**src/serial_link_pkg.sv**
```systemverilog
// shared widths, credit constants and link types for the serial-link endpoint
// NumCredits must be a power of two, since the receive FIFO pointers wrap freely
package serial_link_pkg;

  ////////////////////////////////////////////////////////////
  // widths and limits
  ////////////////////////////////////////////////////////////

  localparam int DataWidth   = 32;
  localparam int WordBytes   = DataWidth / 8;
  localparam int AddrWidth   = 16;
  localparam int LenWidth    = 8;
  localparam int NodeIdWidth = 4;

  // receive FIFO depth, also the initial credit count toward the peer
  localparam int NumCredits          = 8;
  localparam int ForceSendThresh     = NumCredits - 4;
  localparam int MaxOutstandingReads = 3;

  typedef logic [DataWidth-1:0]   word_t;
  typedef logic [AddrWidth-1:0]   addr_t;
  typedef logic [LenWidth-1:0]    len_t;
  typedef logic [NodeIdWidth-1:0] node_id_t;

  // wide enough for 0 .. NumCredits
  typedef logic [3:0] credit_t;
  typedef logic [$clog2(NumCredits)-1:0] fifo_ptr_t;
  typedef logic [$clog2(MaxOutstandingReads+1)-1:0] rd_credit_t;

  ////////////////////////////////////////////////////////////
  // flit and link packet
  ////////////////////////////////////////////////////////////

  typedef struct packed {
    word_t    data;
    logic     last;
    node_id_t src_id;
  } flit_t;

  // has_flit low means a credit-only packet
  typedef struct packed {
    logic    has_flit;
    flit_t   flit;
    credit_t credit;
  } payload_t;

  typedef enum logic {
    FETCH_IDLE,
    FETCH_RUN
  } fetch_state_e;

  typedef enum logic [1:0] {
    RECV_IDLE,
    RECV_ACTIVE,
    RECV_DONE,
    RECV_OVERFLOW
  } recv_state_e;

endpackage

```
**src/flit_if.sv**
```systemverilog
// valid/ready flit channel; valid and fields hold steady until ready is seen
`timescale 1ns/10ps

interface flit_if import serial_link_pkg::*; ();

  logic     valid;
  logic     ready;
  word_t    data;
  logic     last;
  node_id_t src_id;

  modport producer (
    output valid,
    output data,
    output last,
    output src_id,
    input  ready
  );

  modport consumer (
    input  valid,
    input  data,
    input  last,
    input  src_id,
    output ready
  );

endinterface

```
**src/credit_link_port.sv**
```systemverilog
// credit-flow link port; the peer must start with NumCredits credits toward us
// and honour the same rules, the link itself carries no ready
`timescale 1ns/10ps

module credit_link_port import serial_link_pkg::*; (
  input  logic     clk_i,
  input  logic     reset_i,
  flit_if.consumer tx,
  flit_if.producer rx,
  output logic     link_out_valid_o,
  output payload_t link_out_payload_o,
  input  logic     link_in_valid_i,
  input  payload_t link_in_payload_i
);

  logic      tx_full_q;
  flit_t     tx_flit_q;
  logic      tx_fire;
  credit_t   credits_out_q;
  credit_t   credits_out_d;
  credit_t   credits_pend_q;
  credit_t   credits_pend_d;
  logic      force_send;
  logic      send;
  logic      in_credit_only;
  logic      push;
  logic      pop;
  flit_t     fifo_mem [NumCredits];
  flit_t     fifo_head;
  fifo_ptr_t wr_ptr_q;
  fifo_ptr_t rd_ptr_q;
  credit_t   fifo_cnt_q;

  ////////////////////////////////////////////////////////////
  // transmit side
  ////////////////////////////////////////////////////////////

  assign tx.ready = ~tx_full_q;
  assign tx_fire  = tx.valid & tx.ready;

  always_comb begin
    force_send = credits_pend_q >= credit_t'(ForceSendThresh);
    send       = tx_full_q | force_send;
    if (credits_out_q == '0) begin
      send = 1'b0;
    end else if (credits_out_q == credit_t'(1) && credits_pend_q == '0) begin
      // keep the last credit so the peer can still hear our returns
      send = 1'b0;
    end
  end

  assign link_out_valid_o            = send;
  assign link_out_payload_o.has_flit = tx_full_q;
  assign link_out_payload_o.flit     = tx_flit_q;
  assign link_out_payload_o.credit   = credits_pend_q;

  always_ff @(posedge clk_i) begin
    if (reset_i) begin
      tx_full_q <= 1'b0;
    end else if (tx_fire) begin
      tx_full_q <= 1'b1;
    end else if (send) begin
      tx_full_q <= 1'b0;
    end
  end

  always_ff @(posedge clk_i) begin
    if (tx_fire) tx_flit_q <= '{data: tx.data, last: tx.last, src_id: tx.src_id};
  end

  ////////////////////////////////////////////////////////////
  // credit counters
  ////////////////////////////////////////////////////////////

  assign in_credit_only = link_in_valid_i & ~link_in_payload_i.has_flit;
  assign push           = link_in_valid_i & link_in_payload_i.has_flit;

  always_comb begin
    credits_out_d  = credits_out_q;
    credits_pend_d = credits_pend_q;
    // a sent packet uses one credit and carries every pending return
    if (send) begin
      credits_out_d  = credits_out_d - credit_t'(1);
      credits_pend_d = '0;
    end
    if (link_in_valid_i) credits_out_d = credits_out_d + link_in_payload_i.credit;
    // credit-only packets free their slot at once, data waits for the pop
    if (in_credit_only) credits_pend_d = credits_pend_d + credit_t'(1);
    if (pop) credits_pend_d = credits_pend_d + credit_t'(1);
  end

  always_ff @(posedge clk_i) begin
    if (reset_i) begin
      credits_out_q  <= credit_t'(NumCredits);
      credits_pend_q <= '0;
    end else begin
      credits_out_q  <= credits_out_d;
      credits_pend_q <= credits_pend_d;
    end
  end

  ////////////////////////////////////////////////////////////
  // receive FIFO
  ////////////////////////////////////////////////////////////

  assign fifo_head = fifo_mem[rd_ptr_q];
  assign rx.valid  = fifo_cnt_q != '0;
  assign rx.data   = fifo_head.data;
  assign rx.last   = fifo_head.last;
  assign rx.src_id = fifo_head.src_id;
  assign pop       = rx.valid & rx.ready;

  always_ff @(posedge clk_i) begin
    if (push) fifo_mem[wr_ptr_q] <= link_in_payload_i.flit;
  end

  always_ff @(posedge clk_i) begin
    if (reset_i) begin
      wr_ptr_q   <= '0;
      rd_ptr_q   <= '0;
      fifo_cnt_q <= '0;
    end else begin
      if (push) wr_ptr_q <= wr_ptr_q + fifo_ptr_t'(1);
      if (pop) rd_ptr_q <= rd_ptr_q + fifo_ptr_t'(1);
      if (push && !pop) begin
        fifo_cnt_q <= fifo_cnt_q + credit_t'(1);
      end else if (pop && !push) begin
        fifo_cnt_q <= fifo_cnt_q - credit_t'(1);
      end
    end
  end

  // the peer only sends against credits we handed out
  a_no_push_full: assert property (@(posedge clk_i) disable iff (reset_i)
    push |-> fifo_cnt_q != credit_t'(NumCredits));

  // credits toward the peer never exceed its FIFO depth
  a_credit_max: assert property (@(posedge clk_i) disable iff (reset_i)
    credits_out_q <= credit_t'(NumCredits));

endmodule

```
**src/data_fetcher.sv**
```systemverilog
// reads fetch_len_i words and turns them into flits; responses must come back in order
// a start with a zero length is ignored and gives no send_done_o
`timescale 1ns/10ps

module data_fetcher import serial_link_pkg::*; (
  input  logic     clk_i,
  input  logic     reset_i,
  input  logic     send_start_i,
  input  addr_t    fetch_addr_i,
  input  len_t     fetch_len_i,
  input  node_id_t src_id_i,
  output logic     send_done_o,
  output logic     rd_req_valid_o,
  input  logic     rd_req_ready_i,
  output addr_t    rd_req_addr_o,
  input  logic     rd_rsp_valid_i,
  output logic     rd_rsp_ready_o,
  input  word_t    rd_rsp_data_i,
  flit_if.producer tx
);

  fetch_state_e state_q;
  logic         start_q;
  logic         start_pulse;
  addr_t        req_addr_q;
  len_t         req_left_q;
  len_t         rsp_left_q;
  node_id_t     src_id_q;
  rd_credit_t   rd_credit_q;
  rd_credit_t   rd_credit_d;
  logic         req_fire;
  logic         rsp_fire;

  assign start_pulse = send_start_i & ~start_q;

  // requests go out while words remain and a read credit is free
  assign rd_req_valid_o = (state_q == FETCH_RUN) & (req_left_q != '0) & (rd_credit_q != '0);
  assign rd_req_addr_o  = req_addr_q;
  assign req_fire       = rd_req_valid_o & rd_req_ready_i;

  // a response is taken only when the link port can take the flit
  assign rd_rsp_ready_o = (state_q == FETCH_RUN) & tx.ready;
  assign rsp_fire       = rd_rsp_valid_i & rd_rsp_ready_o;

  assign tx.valid  = (state_q == FETCH_RUN) & rd_rsp_valid_i;
  assign tx.data   = rd_rsp_data_i;
  assign tx.last   = rsp_left_q == len_t'(1);
  assign tx.src_id = src_id_q;

  assign send_done_o = tx.valid & tx.ready & tx.last;

  always_comb begin
    rd_credit_d = rd_credit_q;
    if (req_fire && !rsp_fire) begin
      rd_credit_d = rd_credit_q - rd_credit_t'(1);
    end else if (rsp_fire && !req_fire) begin
      rd_credit_d = rd_credit_q + rd_credit_t'(1);
    end
  end

  always_ff @(posedge clk_i) begin
    if (reset_i) begin
      state_q     <= FETCH_IDLE;
      start_q     <= 1'b0;
      req_left_q  <= '0;
      rsp_left_q  <= '0;
      rd_credit_q <= rd_credit_t'(MaxOutstandingReads);
    end else begin
      start_q     <= send_start_i;
      rd_credit_q <= rd_credit_d;
      if (state_q == FETCH_IDLE) begin
        if (start_pulse && fetch_len_i != '0) begin
          state_q    <= FETCH_RUN;
          req_left_q <= fetch_len_i;
          rsp_left_q <= fetch_len_i;
        end
      end else begin
        if (req_fire) req_left_q <= req_left_q - len_t'(1);
        if (rsp_fire) rsp_left_q <= rsp_left_q - len_t'(1);
        // done once the final word has left as a flit
        if (rsp_fire && tx.last) state_q <= FETCH_IDLE;
      end
    end
  end

  // sampled config and running address
  always_ff @(posedge clk_i) begin
    if (state_q == FETCH_IDLE && start_pulse) begin
      req_addr_q <= fetch_addr_i;
      src_id_q   <= src_id_i;
    end else if (req_fire) begin
      req_addr_q <= req_addr_q + addr_t'(WordBytes);
    end
  end

  // read responses never outnumber the requests issued
  a_rd_credit_max: assert property (@(posedge clk_i) disable iff (reset_i)
    rsp_fire && !req_fire |-> rd_credit_q != rd_credit_t'(MaxOutstandingReads));

endmodule

```
**src/data_writer.sv**
```systemverilog
// writes received flits to memory from the armed address, one word per write
// flits still queued after an overflow stay in the receive FIFO until the next arm
`timescale 1ns/10ps

module data_writer import serial_link_pkg::*; (
  input  logic     clk_i,
  input  logic     reset_i,
  flit_if.consumer rx,
  input  logic     recv_arm_i,
  input  logic     recv_clear_i,
  input  addr_t    recv_addr_i,
  input  len_t     recv_len_i,
  output logic     recv_done_o,
  output logic     recv_overflow_o,
  output node_id_t recv_src_id_o,
  output logic     wr_valid_o,
  input  logic     wr_ready_i,
  output addr_t    wr_addr_o,
  output word_t    wr_data_o
);

  recv_state_e state_q;
  recv_state_e state_d;
  addr_t       next_addr_q;
  len_t        len_q;
  len_t        cnt_q;
  node_id_t    src_id_q;
  logic        wr_valid_q;
  addr_t       wr_addr_q;
  word_t       wr_data_q;
  logic        arm;
  logic        pop;
  logic        len_full;
  logic        do_write;

  assign arm      = (state_q == RECV_IDLE) & recv_arm_i;
  // pop only when the write register is free or draining this cycle
  assign rx.ready = (state_q == RECV_ACTIVE) & (~wr_valid_q | wr_ready_i);
  assign pop      = rx.valid & rx.ready;
  assign len_full = cnt_q == len_q;
  assign do_write = pop & ~len_full;

  always_comb begin
    state_d = state_q;
    case (state_q)
      RECV_IDLE: begin
        if (recv_arm_i) state_d = RECV_ACTIVE;
      end
      RECV_ACTIVE: begin
        if (pop && len_full) begin
          state_d = RECV_OVERFLOW;
        end else if (pop && rx.last) begin
          state_d = RECV_DONE;
        end
      end
      default: state_d = state_q;
    endcase
    if (recv_clear_i) state_d = RECV_IDLE;
  end

  always_ff @(posedge clk_i) begin
    if (reset_i) begin
      state_q    <= RECV_IDLE;
      wr_valid_q <= 1'b0;
      cnt_q      <= '0;
    end else begin
      state_q <= state_d;
      if (do_write) begin
        wr_valid_q <= 1'b1;
      end else if (wr_ready_i) begin
        wr_valid_q <= 1'b0;
      end
      if (arm) begin
        cnt_q <= '0;
      end else if (do_write) begin
        cnt_q <= cnt_q + len_t'(1);
      end
    end
  end

  // address, length and write payload
  always_ff @(posedge clk_i) begin
    if (arm) begin
      next_addr_q <= recv_addr_i;
      len_q       <= recv_len_i;
    end else if (do_write) begin
      next_addr_q <= next_addr_q + addr_t'(WordBytes);
    end
    if (do_write) begin
      wr_addr_q <= next_addr_q;
      wr_data_q <= rx.data;
      src_id_q  <= rx.src_id;
    end
  end

  assign wr_valid_o      = wr_valid_q;
  assign wr_addr_o       = wr_addr_q;
  assign wr_data_o       = wr_data_q;
  assign recv_done_o     = state_q == RECV_DONE;
  assign recv_overflow_o = state_q == RECV_OVERFLOW;
  assign recv_src_id_o   = src_id_q;

  a_wr_hold: assert property (@(posedge clk_i) disable iff (reset_i)
    wr_valid_o && !wr_ready_i |=> wr_valid_o && $stable(wr_data_o) && $stable(wr_addr_o));

endmodule

```
**src/meshed_serial_link.sv**
```systemverilog
// serial-link endpoint: fetcher -> credit link port -> writer, one link, one peer
`timescale 1ns/10ps

module meshed_serial_link import serial_link_pkg::*; (
  input  logic     clk_i,
  input  logic     reset_i,
  // fetch side
  input  logic     send_start_i,
  input  addr_t    fetch_addr_i,
  input  len_t     fetch_len_i,
  input  node_id_t src_id_i,
  output logic     send_done_o,
  output logic     rd_req_valid_o,
  input  logic     rd_req_ready_i,
  output addr_t    rd_req_addr_o,
  input  logic     rd_rsp_valid_i,
  output logic     rd_rsp_ready_o,
  input  word_t    rd_rsp_data_i,
  // serial link
  output logic     link_out_valid_o,
  output payload_t link_out_payload_o,
  input  logic     link_in_valid_i,
  input  payload_t link_in_payload_i,
  // receive side
  input  logic     recv_arm_i,
  input  logic     recv_clear_i,
  input  addr_t    recv_addr_i,
  input  len_t     recv_len_i,
  output logic     recv_done_o,
  output logic     recv_overflow_o,
  output node_id_t recv_src_id_o,
  output logic     wr_valid_o,
  input  logic     wr_ready_i,
  output addr_t    wr_addr_o,
  output word_t    wr_data_o
);

  flit_if tx_flit ();
  flit_if rx_flit ();

  data_fetcher data_fetcher_i (
    .clk_i          (clk_i),
    .reset_i        (reset_i),
    .send_start_i   (send_start_i),
    .fetch_addr_i   (fetch_addr_i),
    .fetch_len_i    (fetch_len_i),
    .src_id_i       (src_id_i),
    .send_done_o    (send_done_o),
    .rd_req_valid_o (rd_req_valid_o),
    .rd_req_ready_i (rd_req_ready_i),
    .rd_req_addr_o  (rd_req_addr_o),
    .rd_rsp_valid_i (rd_rsp_valid_i),
    .rd_rsp_ready_o (rd_rsp_ready_o),
    .rd_rsp_data_i  (rd_rsp_data_i),
    .tx             (tx_flit.producer)
  );

  credit_link_port credit_link_port_i (
    .clk_i              (clk_i),
    .reset_i            (reset_i),
    .tx                 (tx_flit.consumer),
    .rx                 (rx_flit.producer),
    .link_out_valid_o   (link_out_valid_o),
    .link_out_payload_o (link_out_payload_o),
    .link_in_valid_i    (link_in_valid_i),
    .link_in_payload_i  (link_in_payload_i)
  );

  data_writer data_writer_i (
    .clk_i           (clk_i),
    .reset_i         (reset_i),
    .rx              (rx_flit.consumer),
    .recv_arm_i      (recv_arm_i),
    .recv_clear_i    (recv_clear_i),
    .recv_addr_i     (recv_addr_i),
    .recv_len_i      (recv_len_i),
    .recv_done_o     (recv_done_o),
    .recv_overflow_o (recv_overflow_o),
    .recv_src_id_o   (recv_src_id_o),
    .wr_valid_o      (wr_valid_o),
    .wr_ready_i      (wr_ready_i),
    .wr_addr_o       (wr_addr_o),
    .wr_data_o       (wr_data_o)
  );

endmodule

```
**config.mk**
```make
export PLATFORM = sky130hd
export DESIGN_NAME = meshed_serial_link
export DESIGN_NICKNAME = d
export VERILOG_FILES = /design/src/serial_link_pkg.sv /design/src/flit_if.sv /design/src/credit_link_port.sv /design/src/data_fetcher.sv /design/src/data_writer.sv /design/src/meshed_serial_link.sv
export SDC_FILE = /design/constraint.sdc
export NUM_CORES = 1
export LEC_CHECK = 0
export BUFFER_PORTS_ARGS = -buffer_cell sky130_fd_sc_hd__buf_2
export CAP_MARGIN = 20
export CORE_MARGIN = 3
export CORE_UTILIZATION = 45
export DETAILED_ROUTE_END_ITERATION = 16
export GPL_TIMING_DRIVEN = 0
export SYNTH_ARGS = -nofsm -noshare
export SYNTH_HDL_FRONTEND = slang
export SYNTH_SLANG_ARGS = --single-unit
```
**constraint.sdc**
```tcl
create_clock -name clk_i -period 10.7 [get_ports clk_i]
set_input_delay 0.535 -clock clk_i [delete_from_list [all_inputs] [get_ports clk_i]]
set_output_delay 0.535 -clock clk_i [all_outputs]
set_load 0.02 [all_outputs]
```
==> results of run 1 <==
-- kinds of logic after synthesis --
group,after synthesis
flip-flops,482
buffers and inverters,71
AO/OA/AOI/OAI,110
AND/OR/NAND/NOR,210
multiplexers,120
XOR/XNOR,54
adder cells (fa/ha/maj),22
-- final timing paths --
path,from,endpoint,depth (start not counted)
max reg2reg,credit_link_port_i.credits_out_q[0]$_SDFF_PP0_,credit_link_port_i.credits_out_q[3]$_SDFF_PP1_,13
min reg2reg,data_fetcher_i.tx.src_id[0]$_DFFE_PP_,credit_link_port_i.link_out_payload_o[4]$_DFFE_PP_,0
max,credit_link_port_i.credits_out_q[0]$_SDFF_PP0_,credit_link_port_i.credits_out_q[3]$_SDFF_PP1_,13
min,rd_rsp_data_i[30],credit_link_port_i.link_out_payload_o[39]$_DFFE_PP_,1
-- layout by cell type, fill, tap and decap left out, drive strengths merged, types with 4 or more instances in the layout --
cell type / Yosys / final
a21oi: 30 / 30
and2: 7 / 7
and3: 6 / 6
and4: 8 / 8
buf: 22 / 302
bufinv: 0 / 4
clkbuf: 22 / 85
clkinv: 1 / 24
dfxtp: 53 / 53
edfxtp: 429 / 429
ha: 20 / 20
inv: 26 / 27
mux2: 39 / 39
mux2i: 7 / 7
mux4: 74 / 74
nand2: 67 / 67
nand2b: 6 / 6
nand3: 19 / 19
nand4: 8 / 8
nor2: 34 / 34
nor2b: 10 / 10
nor3: 16 / 16
nor3b: 4 / 4
nor4: 6 / 6
o21ai: 47 / 47
o32ai: 6 / 6
or2: 5 / 5
or3: 7 / 7
xnor2: 27 / 27
xor2: 27 / 27
-- metal layers --
layer	wire (um)	track usage
met1	18400	0.261
met2	20600	0.306
met3	1670	0.0307
met4	866	0.0580
met5	20	0
-- metrics by stage --
stage / util / std cells / hold WS (ps) / worst slack [ps] / total power (uW)
2_1_floorplan: - / 1069 / 400 / 5770 / 2440
3_3_place_gp: 0.507 / 1851 / 401 / 1740 / 2570
3_5_place_dp: 0.518 / 1881 / 405 / 7620 / 2580
4_1_cts: 0.556 / 1973 / 94.2 / 7600 / 4250
5_1_grt: 0.556 / 1975 / 102 / 7390 / 4380
6_report: 0.556 / 1976 / 130 / 7610 / 4200
-- final cells by class --
class	count	area, sq um
Tap cell	532	666
Multi-Input combinational cell	516	4770
Antenna cell	3	7.51
Buffer	44	198
Timing Repair Buffer	280	1650
Sequential cell	482	13900
Fill cell	3214	18300
Clock buffer	63	1310
Inverter	27	116
Clock inverter	29	258
-- registers in the layout (all words and copies together), names as in the netlist, 16 cells and up, named ones only --
name,cells
data_fetcher_i.rd_req_addr_o,16
data_writer_i.next_addr_q,16
credit_link_port_i.fifo_mem,296
data_writer_i.wr_addr_o,16
credit_link_port_i.link_out_payload_o,37
data_writer_i.wr_data_o,32
-- power breakdown --
part / switching [uW] / internal, uW / total, uW
Sequential: 40.4 / 2130 / 2170
Combinational: 212 / 158 / 370
Clock: 699 / 964 / 1660
-- worst reg2reg max path, delay by kind of cell (launching register included) --
kind                     cells  cell delay (ps)
AND/OR/NAND/NOR              6             1260
AO/OA/AOI/OAI                2              330
flip-flops                   1              390
XOR/XNOR                     1              200
multiplexers                 1              260
adder cells (fa/ha/maj)      2              450
buffers and inverters        1               80
==> summary.md, run 1 <==
| Metric | Value |
|---|---|
| CP max stage delay | 390 ps |
| Unique cell type count in the Yosys netlist | 65 |
| DR pass1 iterations | 4 |
| FF-to-FF setup slack | 7610 ps |
| Die Y | 211 um |
| Leakage | 0.00799 uW |
| Hold Buf Count CTS | 0 |
| Ys Warns | 0 |
| Cell area after synthesis | 19000 sq um |
| Startpoint types | flip-flop |
| Crit path cell chain | inv_1 -> ha_1 -> nor3b_1 -> nor2_1 -> nand2_1 -> or2_1 -> nand2_1 -> ha_1 -> a21o_1 -> a21oi_1 -> xnor2_1 -> nand3_1 -> mux2_2 |
| HP Class | input pin to flip-flop |
| Worst slew pin tran | 962 ps |
| Die width | 211 um |
| First-pass GRT wire length | 63500 um |
| Initial antenna violation count | 5 |
| Post-CTS sizing | 0 |
| Peak Freq | 324 MHz |
| Final Cell Area | 22900 sq um |
| Setup Skew | 18.1 ps |
| Clk_lat worst skew | 580 ps |
| Power Dens Cells | 183 nW/um^2 |
| Post-route clock period utilization | 0.289 |
| Top delay family on crit path | simple AND/OR/NAND/NOR gates |
| Clock sinks | 482 |
| Main area contributors after synthesis | edfxtp_1 (68%), mux4_2 (8.8%), dfxtp_1 (5.6%) |
| Largest area contributor in the netlist | edfxtp_1 |
| VDD IR-drop max | 97.5 uV |
| Net Count, Synth | 1226 |
| Post-synthesis register bit count | 482 |
| H-tree levels | 2 |
| Post-DR wirelength/cell | 21.0 um |
| Maximum fanout along the worst path | 6 |
| Post-synth top area share | 0.679 |
| Worst path bufs/invs | 1 |
| DRC | 0 |
| FFs w/ async S/R, synth | 0 |
| Adder-cell share of the synthesized area | 0.0153 |
| Post-synthesis compound-gate area fraction | 0.0355 |
| Global placement routability congestion | 0.820 |
| Crit path kind | flip-flop to flip-flop |
| Slowest CP cell | dfxtp_1 |
| Synth Flop Type | edfxtp_1 |
| Max capacitance violation total | 0 |
| Fin. max-slew vios | 0 |
| Commonest cells in the netlist | edfxtp_1 (429), mux4_2 (74), nand2_1 (67) |
| CTS tree | done |
| Largest family of logic cells by synthesized area | multiplexers |
| Clock buffer depth | 3 |
| Final setup fails | 0 |
| Share of cells above drive strength 1 | 0.346 |
| Clock Root Buffer | clkbuf_16 |
| Post-CTS Setup Repair Bufs | 0 |
| DR iter-0 viols | 742 |
| Mux share of post-synthesis cell area | 0.115 |
| Starting Density | 0.461 |
| Total wire length | 41500 um |
| Synthesis-to-finish area growth | 20.8% |
| Total negative slack | 0 ps |
| Clk slew on worst S/H paths | 60 ps |
| Vias per inst | 5.26 |
| Cell with the most instances after synthesis | edfxtp_1 |
| Outcome | finished, final reports clean |
| Sequential-to-total area share from yosys stat | 0.735 |
| Vias in the first global route | 10716 |
| Remaining Overflow, GRT | 0 |
| Placed cell area | 21300 sq um |
| Min Clock Period, post-route | 3090 ps |
| Vias post-DR | 10396 |
| Top Ports | 252 |
| Largest net degree at the start of global routing | 38 |
| Final Hold Fails | 0 |
| CORE AREA | 41200 sq um |
| Slew margin rel. | 0.358 |
| Post-route ant nets | 0 |
| Mapped Cells | 1069 |
| Worst EP required | 11160 ps |
| Rows | 74 |
| Final net count | 1558 |
| CP Capture Type | flip-flop |
| HPWL after DPL | 27900 um |
| Critical Path AT | 3550 ps |
| Port buffer count | 250 |
| Area share of xor/xnor cells in the synthesized design | 0.0249 |
| RSZ-0062 raised after global routing | false |
| Syn Area/Cell | 17.8 sq um |
| GRT Total Usage | 0.187 |
| Die ar. | 44700 sq um |
| EDFF count, synth | 429 |
| TritonCTS Buffers | 50 |
| Fraction of the mapped netlist area in simple logic gates | 0.0585 |
Note: power is estimated with default switching activity, not from simulation.
==> run 2, diff against run 1 <==
clock period = 3.12 ns   (was 10.7 ns; I/O delays follow)
==> run 2 against run 1 <==
- largest power group unchanged
- worst hold slack worse by 59 ps
- critical path depth unchanged
- global-route usage up 0.41 points
- die area unchanged
- sequential share of layout area down 3.0 points
- final cell count up 5.7%
- sequential cell count unchanged
- core utilization up 2.9 points
==> summary.md, run 2 (synthesized netlist as in run 1, its figures left out) <==
| Metric | Value |
|---|---|
| Clock Root Buffer | clkbuf_16 (unchanged) |
| Worst slew pin tran | 993 ps (was 962 ps) |
| H-tree levels | 2 (unchanged) |
| CP Capture Type | flip-flop (unchanged) |
| Vias post-DR | 10970 (was 10396) |
| Die ar. | 44700 sq um (unchanged) |
| TritonCTS Buffers | 51 (was 50) |
| Power Dens Cells | 596 nW/um^2 (was 183 nW/um^2) |
| Slowest CP cell | dfxtp_1 (unchanged) |
| DRC | 0 (unchanged) |
| Crit path cell chain | inv_1 -> ha_1 -> nor3b_1 -> nor2_2 -> nand2_1 -> or2_1 -> nand2_1 -> ha_1 -> a21o_1 -> a21oi_1 -> xnor2_1 -> a21o_1 -> mux2_2 (was inv_1 -> ha_1 -> nor3b_1 -> nor2_1 -> nand2_1 -> or2_1 -> nand2_1 -> ha_1 -> a21o_1 -> a21oi_1 -> xnor2_1 -> nand3_1 -> mux2_2) |
| Clock buffer depth | 3 (unchanged) |
| Post-DR wirelength/cell | 20.3 um (was 21.0 um) |
| Initial antenna violation count | 1 (was 5) |
| RSZ-0062 raised after global routing | false (unchanged) |
| Critical Path AT | 3410 ps (was 3550 ps) |
| Peak Freq | 339 MHz (was 324 MHz) |
| Global placement routability congestion | 0.813 (was 0.820) |
| CORE AREA | 41200 sq um (unchanged) |
| Final Hold Fails | 0 (unchanged) |
| WL met3 | 1910 um (was 1670 um) |
| Worst R2R Path Depth | 13 (unchanged) |
| Maximum fanout along the worst path | 6 (unchanged) |
| Post-CTS Setup Repair Bufs | 0 (unchanged) |
| Hold depth | 5 (was 1) |
| Clk_lat worst skew | 590 ps (was 580 ps) |
| DR pass1 iterations | 5 (was 4) |
| Final setup fails | 0 (unchanged) |
| Total negative slack | 0 ps (unchanged) |
| Outcome | finished, final reports clean (unchanged) |
| Synthesis-to-finish area growth | 27.1% (was 20.8%) |
| Post-route clock period utilization | 0.945 (was 0.289) |
| Final Cell Area | 24100 sq um (was 22900 sq um) |
| Remaining Overflow, GRT | 0 (unchanged) |
| Uppermost layer routed | met5 (unchanged) |
| GRT Total Usage | 0.191 (was 0.187) |
| CTS tree | done (unchanged) |
| DR iter-0 viols | 667 (was 742) |
| Port buffer count | 250 (unchanged) |
| Startpoint types | flip-flop (unchanged) |
| Share of cells above drive strength 1 | 0.319 (was 0.346) |
| Placed cell area | 21300 sq um (about the same) |
| Max FFs per register | 296 (unchanged) |
| M1 WL | 18600 um (was 18400 um) |
| Diode count | 0 (was 3) |
| Max capacitance violation total | 0 (unchanged) |
| Vias per inst | 5.25 (was 5.26) |
| Rows | 74 (unchanged) |
| Largest net degree at the start of global routing | 58 (was 38) |
| HP Class | input pin to flip-flop (unchanged) |
| Min Clock Period, post-route | 2950 ps (was 3090 ps) |
| Final core utilization | 0.585 (was 0.556) |
| Leakage | 0.00847 uW (was 0.00799 uW) |
| HPWL after DPL | 27900 um (about the same) |
| Crit path kind | flip-flop to flip-flop (unchanged) |
| Top Ports | 252 (unchanged) |
| Final net count | 1677 (was 1558) |
| Clock sinks | 482 (unchanged) |
| Most flop-heavy register | credit_link_port_i.fifo_mem (unchanged) |
| First-pass GRT wire length | 65200 um (was 63500 um) |
| Post-route ant nets | 0 (unchanged) |
| Most frequent cells in the layout | edfxtp_1 (429), buf_2 (261), dlygate4sd3_1 (124) (was edfxtp_1 (429), buf_2 (261), mux4_2 (74)) |
| Total wire length | 42500 um (was 41500 um) |
| Setup Skew | 28.6 ps (was 18.1 ps) |
| WL met2 | 21000 um (was 20600 um) |
| Worst EP required | 3580 ps (was 11160 ps) |
| Fin. max-slew vios | 0 (unchanged) |
| Slew margin rel. | 0.335 (was 0.358) |
| Starting Density | 0.461 (unchanged) |
| CP max stage delay | 390 ps (about the same) |
| Clk slew on worst S/H paths | 60 ps (about the same) |
| VDD IR-drop max | 371 uV (was 97.5 uV) |
| Vias in the first global route | 11422 (was 10716) |
| Die Y | 211 um (unchanged) |
| Die width | 211 um (unchanged) |
| Most common cell after layout, fill and taps aside | edfxtp_1 (unchanged) |
## run 2: cell count changes in the layout (fill, tap and decap cells not counted), moves of 2 or more
cell / change
dlygate4sd3_1: +124
clkbuf_4: +2
diode_2: -3
buf_6: -9
buf_4: -3
clkinv_1: -4
bufinv_16: -4
clkinv_16: +2
buf_8: +5
clkbuf_8: +2
## run 2: power by group
part	switching [uW]	leakage [uW]	internal, uW
clock	2420	0.000756	3110
sequential	146	0.00435	7300
combinational	755	0.00337	643
## run 2: cell type report
| type | instances | area, sq um |
|---|---|---|
| Buffer | 44 | 198 |
| Clock buffer | 68 | 1380 |
| Clock inverter | 22 | 160 |
| Fill cell | 3122 | 17100 |
| Inverter | 27 | 116 |
| Multi-Input combinational cell | 516 | 4790 |
| Sequential cell | 482 | 13900 |
| Tap cell | 532 | 666 |
| Timing Repair Buffer | 398 | 2870 |
## run 2: what timing repair did
action	in CTS	in global routing
hold buffers	124	0
hold endpoints to repair	387	0
setup endpoints to repair	0	1
gates resized for setup	0	1
## run 2: per-stage QoR
step | cells | setup slack (ps) | hold slack [ps] | total power, uW
detailed placement | 1875 | 35.4 | 334 | 8850
finish | 2089 | 171 | 71.6 | 14400
global placement | 1851 | -3260 | 334 | 8800
global route | 2089 | 0.134 | 77.6 | 15000
floorplan | 1069 | -463 | 235 | 8370
CTS | 2089 | 18.3 | 33.8 | 14500
## run 2: routing by layer
| metal | track usage | vias up |
|---|---|---|
| met5 | 0 | - |
| li1 | - | 5096 |
| met4 | 0.0566 | 2 |
| met1 | 0.262 | 5523 |
| met3 | 0.0305 | 67 |
| met2 | 0.320 | 282 |
## run 2: worst paths after layout
path	slack, ps	from	endpoint
hold reg to reg	420	data_fetcher_i.tx.src_id[2]$_DFFE_PP_	credit_link_port_i.link_out_payload_o[6]$_DFFE_PP_
hold / removal	70	rd_req_ready_i	data_fetcher_i.req_left_q[0]$_SDFFE_PP0P_
setup / recovery	170	credit_link_port_i.credits_out_q[0]$_SDFF_PP0_	credit_link_port_i.credits_out_q[3]$_SDFF_PP1_
setup reg to reg	170	credit_link_port_i.credits_out_q[0]$_SDFF_PP0_	credit_link_port_i.credits_out_q[3]$_SDFF_PP1_
## run 2: critical path: cells and delay by family, from the launching register on
family,cells,cell delay (ps)
and+or+nand+nor,5,1030
xor gates and xnor gates,1,130
adders and majority gates,2,450
DFF,1,390
buffers and inverters,1,80
muxes,1,260
AOI/OAI and AO/OA,3,510
==> run 3, diff against run 2 <==
==> constraint.sdc (replaced) <==
create_clock -name clk_i -period 3.12 [get_ports clk_i]
set_input_delay 0.624 -clock clk_i [delete_from_list [all_inputs] [get_ports clk_i]]
set_output_delay 0.624 -clock clk_i [all_outputs]
set_load 0.02 [all_outputs]
==> run 3 against run 2 <==
- register-to-register slack gained 99 ps
- critical endpoint is now send_done_o
- core utilization shrank 2.7 points
- critical path type is now flip-flop to output pin
- combinational power shrank 10%
==> summary.md, run 3 (synthesized netlist as in run 1, its figures left out) <==
| Metric | Value |
|---|---|
| Outcome | finished, final reports clean (unchanged) |
| Crit path kind | flip-flop to output pin (was flip-flop to flip-flop) |
| GRT Total Usage | 0.187 (was 0.191) |
| Post-route ant nets | 0 (unchanged) |
| Clk_lat worst skew | 590 ps (about the same) |
| Startpoint types | flip-flop (unchanged) |
| Power Internal | 11300 uW (was 11000 uW) |
| Worst reg2reg path endpoint | credit_link_port_i.fifo_cnt_q[3]$_SDFFE_PP0P_ (was credit_link_port_i.credits_out_q[3]$_SDFF_PP1_) |
| CORE AREA | 41200 sq um (unchanged) |
| Clock Root Buffer | clkbuf_16 (unchanged) |
| Peak Freq | 347 MHz (was 339 MHz) |
| Remaining Overflow, GRT | 0 (unchanged) |
| Largest net degree at the start of global routing | 58 (unchanged) |
| Global placement routability congestion | 0.792 (was 0.813) |
| Reg2reg start | credit_link_port_i.fifo_cnt_q[1]$_SDFFE_PP0P_ (was credit_link_port_i.credits_out_q[0]$_SDFF_PP0_) |
| RSZ-0062 raised after global routing | false (unchanged) |
| CP Capture Type | output pin (was flip-flop) |
| Die ar. | 44700 sq um (unchanged) |
| Max FFs per register | 296 (unchanged) |
| Port buffer count | 250 (unchanged) |
| Total power | 14600 uW (was 14400 uW) |
| Most common cell after layout, fill and taps aside | edfxtp_1 (unchanged) |
| Critical Path AT | 2250 ps (was 3410 ps) |
| Total wire length | 41400 um (was 42500 um) |
| Min Clock Period, post-route | 2880 ps (was 2950 ps) |
| Max capacitance violation total | 0 (unchanged) |
| CTS tree | done (unchanged) |
| Most flop-heavy register | credit_link_port_i.fifo_mem (unchanged) |
| Worst R2R Path Depth | 12 (was 13) |
| Final net count | 1556 (was 1677) |
| Vias in the first global route | 10954 (was 11422) |
| VDD IR-drop max | 329 uV (was 371 uV) |
| Total negative slack | 0 ps (unchanged) |
| Clk slew on worst S/H paths | 60 ps (about the same) |
| Power Dens Cells | 633 nW/um^2 (was 596 nW/um^2) |
| Clock sinks | 482 (unchanged) |
| Initial antenna violation count | 3 (was 1) |
| Share of cells above drive strength 1 | 0.347 (was 0.319) |
| HP Class | input pin to flip-flop (unchanged) |
| Clock buffer depth | 3 (unchanged) |
| Setup Skew | 15.6 ps (was 28.6 ps) |
| Worst hold start | rd_rsp_data_i[2] (was rd_req_ready_i) |
| Maximum fanout along the worst path | 41 (was 6) |
| Sw frac | 0.226 (was 0.231) |
| Final Hold Fails | 0 (unchanged) |
| Worst slew pin tran | 1060 ps (was 993 ps) |
| Vias post-DR | 10507 (was 10970) |
| Final core utilization | 0.559 (was 0.585) |
| Psw | 3300 uW (was 3330 uW) |
| Hold EP | credit_link_port_i.link_out_payload_o[11]$_DFFE_PP_ (was data_fetcher_i.req_left_q[0]$_SDFFE_PP0P_) |
| Comb power frac | 0.086 (was 0.097) |
| Synthesis-to-finish area growth | 21.3% (was 27.1%) |
| Top Ports | 252 (unchanged) |
| H-tree levels | 2 (unchanged) |
| Starting Density | 0.461 (unchanged) |
| TritonCTS Buffers | 51 (unchanged) |
| DRC | 0 (unchanged) |
| Die Y | 211 um (unchanged) |
| Clock share of power | 0.404 (was 0.385) |
| Post-DR wirelength/cell | 20.9 um (was 20.3 um) |
| DR pass1 iterations | 5 (unchanged) |
| Fin. max-slew vios | 0 (unchanged) |
| Final setup fails | 0 (unchanged) |
| First-pass GRT wire length | 63800 um (was 65200 um) |
| Most frequent cells in the layout | edfxtp_1 (429), buf_2 (261), mux4_2 (74) (was edfxtp_1 (429), buf_2 (261), dlygate4sd3_1 (124)) |
| Hold depth | 1 (was 5) |
| Slew margin rel. | 0.297 (was 0.335) |
| Hold Buf Count CTS | 0 (was 124) |
| Leakage | 0.00801 uW (was 0.00847 uW) |
| Seq pwr share | 0.510 (was 0.518) |
| DR iter-0 viols | 707 (was 667) |
| Die width | 211 um (unchanged) |
| Rows | 74 (unchanged) |
| Post-route clock period utilization | 0.923 (was 0.945) |
| HPWL after DPL | 27600 um (was 27900 um) |
| Vias per inst | 5.32 (was 5.25) |
| FF-to-FF setup slack | 270 ps (was 170 ps) |
| Worst EP required | 2500 ps (was 3580 ps) |
## run 3: critical path, cell delays in order, from the launching register on
cell and delay [ps]:
dfxtp_1 300, buf_4 180, nor2b_1 190, nand2_1 150
inv_4 420, nand2_1 160, inv_1 90, buf_2 170
## run 3: power groups by stage
stage	Sequential [uW]	Clock (uW)	Combinational [uW]
3_5_place_dp	7570	0	1270
4_1_cts	7440	6050	1280
3_3_place_gp	7570	0	1220
6_report	7440	5880	1260
2_1_floorplan	7640	0	729
5_1_grt	7460	6320	1400
## run 3: final cells by class
class / instances / area, sq um
multi-input combinational: 516 / 4790
clock inverter: 20 / 209
clock buffer: 76 / 1440
timing repair buffer: 277 / 1650
inverter: 27 / 119
antenna: 2 / 5.00
tap: 532 / 666
sequential: 482 / 13900
buffer: 44 / 198
fill: 3289 / 18200
## run 3: how the worst max path moves through the flow
stage	slack (ps)	cells after the start	startpoint	end
floorplan	-930	3	link_in_valid_i	credit_link_port_i.fifo_mem[2][0]$_DFFE_PP_
detailed placement	100	13	credit_link_port_i.credits_out_q[0]$_SDFF_PP0_	credit_link_port_i.credits_out_q[3]$_SDFF_PP1_
CTS	90	13	credit_link_port_i.credits_out_q[0]$_SDFF_PP0_	credit_link_port_i.credits_out_q[3]$_SDFF_PP1_
global placement	-3850	3	link_in_valid_i	credit_link_port_i.fifo_mem[3][19]$_DFFE_PP_
global route	20	7	data_fetcher_i.state_q$_SDFF_PP0_	send_done_o
finish	240	7	data_fetcher_i.state_q$_SDFF_PP0_	send_done_o
## run 3: through the flow
| step | cell area (sq um) | std cells | hold slack [ps] | worst slack [ps] |
|---|---|---|---|---|
| 4_1_cts | 23000 | 1972 | 171 | 85.1 |
| 6_report | 23000 | 1976 | 213 | 242 |
| 2_1_floorplan | 19000 | 1069 | 400 | -931 |
| 5_1_grt | 23000 | 1975 | 180 | 17.1 |
| 3_5_place_dp | 21300 | 1876 | 407 | 102 |
| 3_3_place_gp | 20900 | 1851 | 401 | -3850 |
## run 3: timing repair
| item | 4_1_cts | 5_1_grt |
|---|---|---|
| buffers inserted | 0 | 2 |
| setup endpoints to repair | 1 | 1 |
| gates resized for setup | 1 | 1 |
| pin swaps | 0 | 1 |
## run 3: per-layer routing
metal  vias to the layer above  share of wire  track usage
met5                         -        0.00060            0
met4                         4          0.016       0.0510
met3                        56          0.048       0.0362
met2                       244           0.49        0.299
met1                      5334           0.45        0.268
li1                       4869              -            -
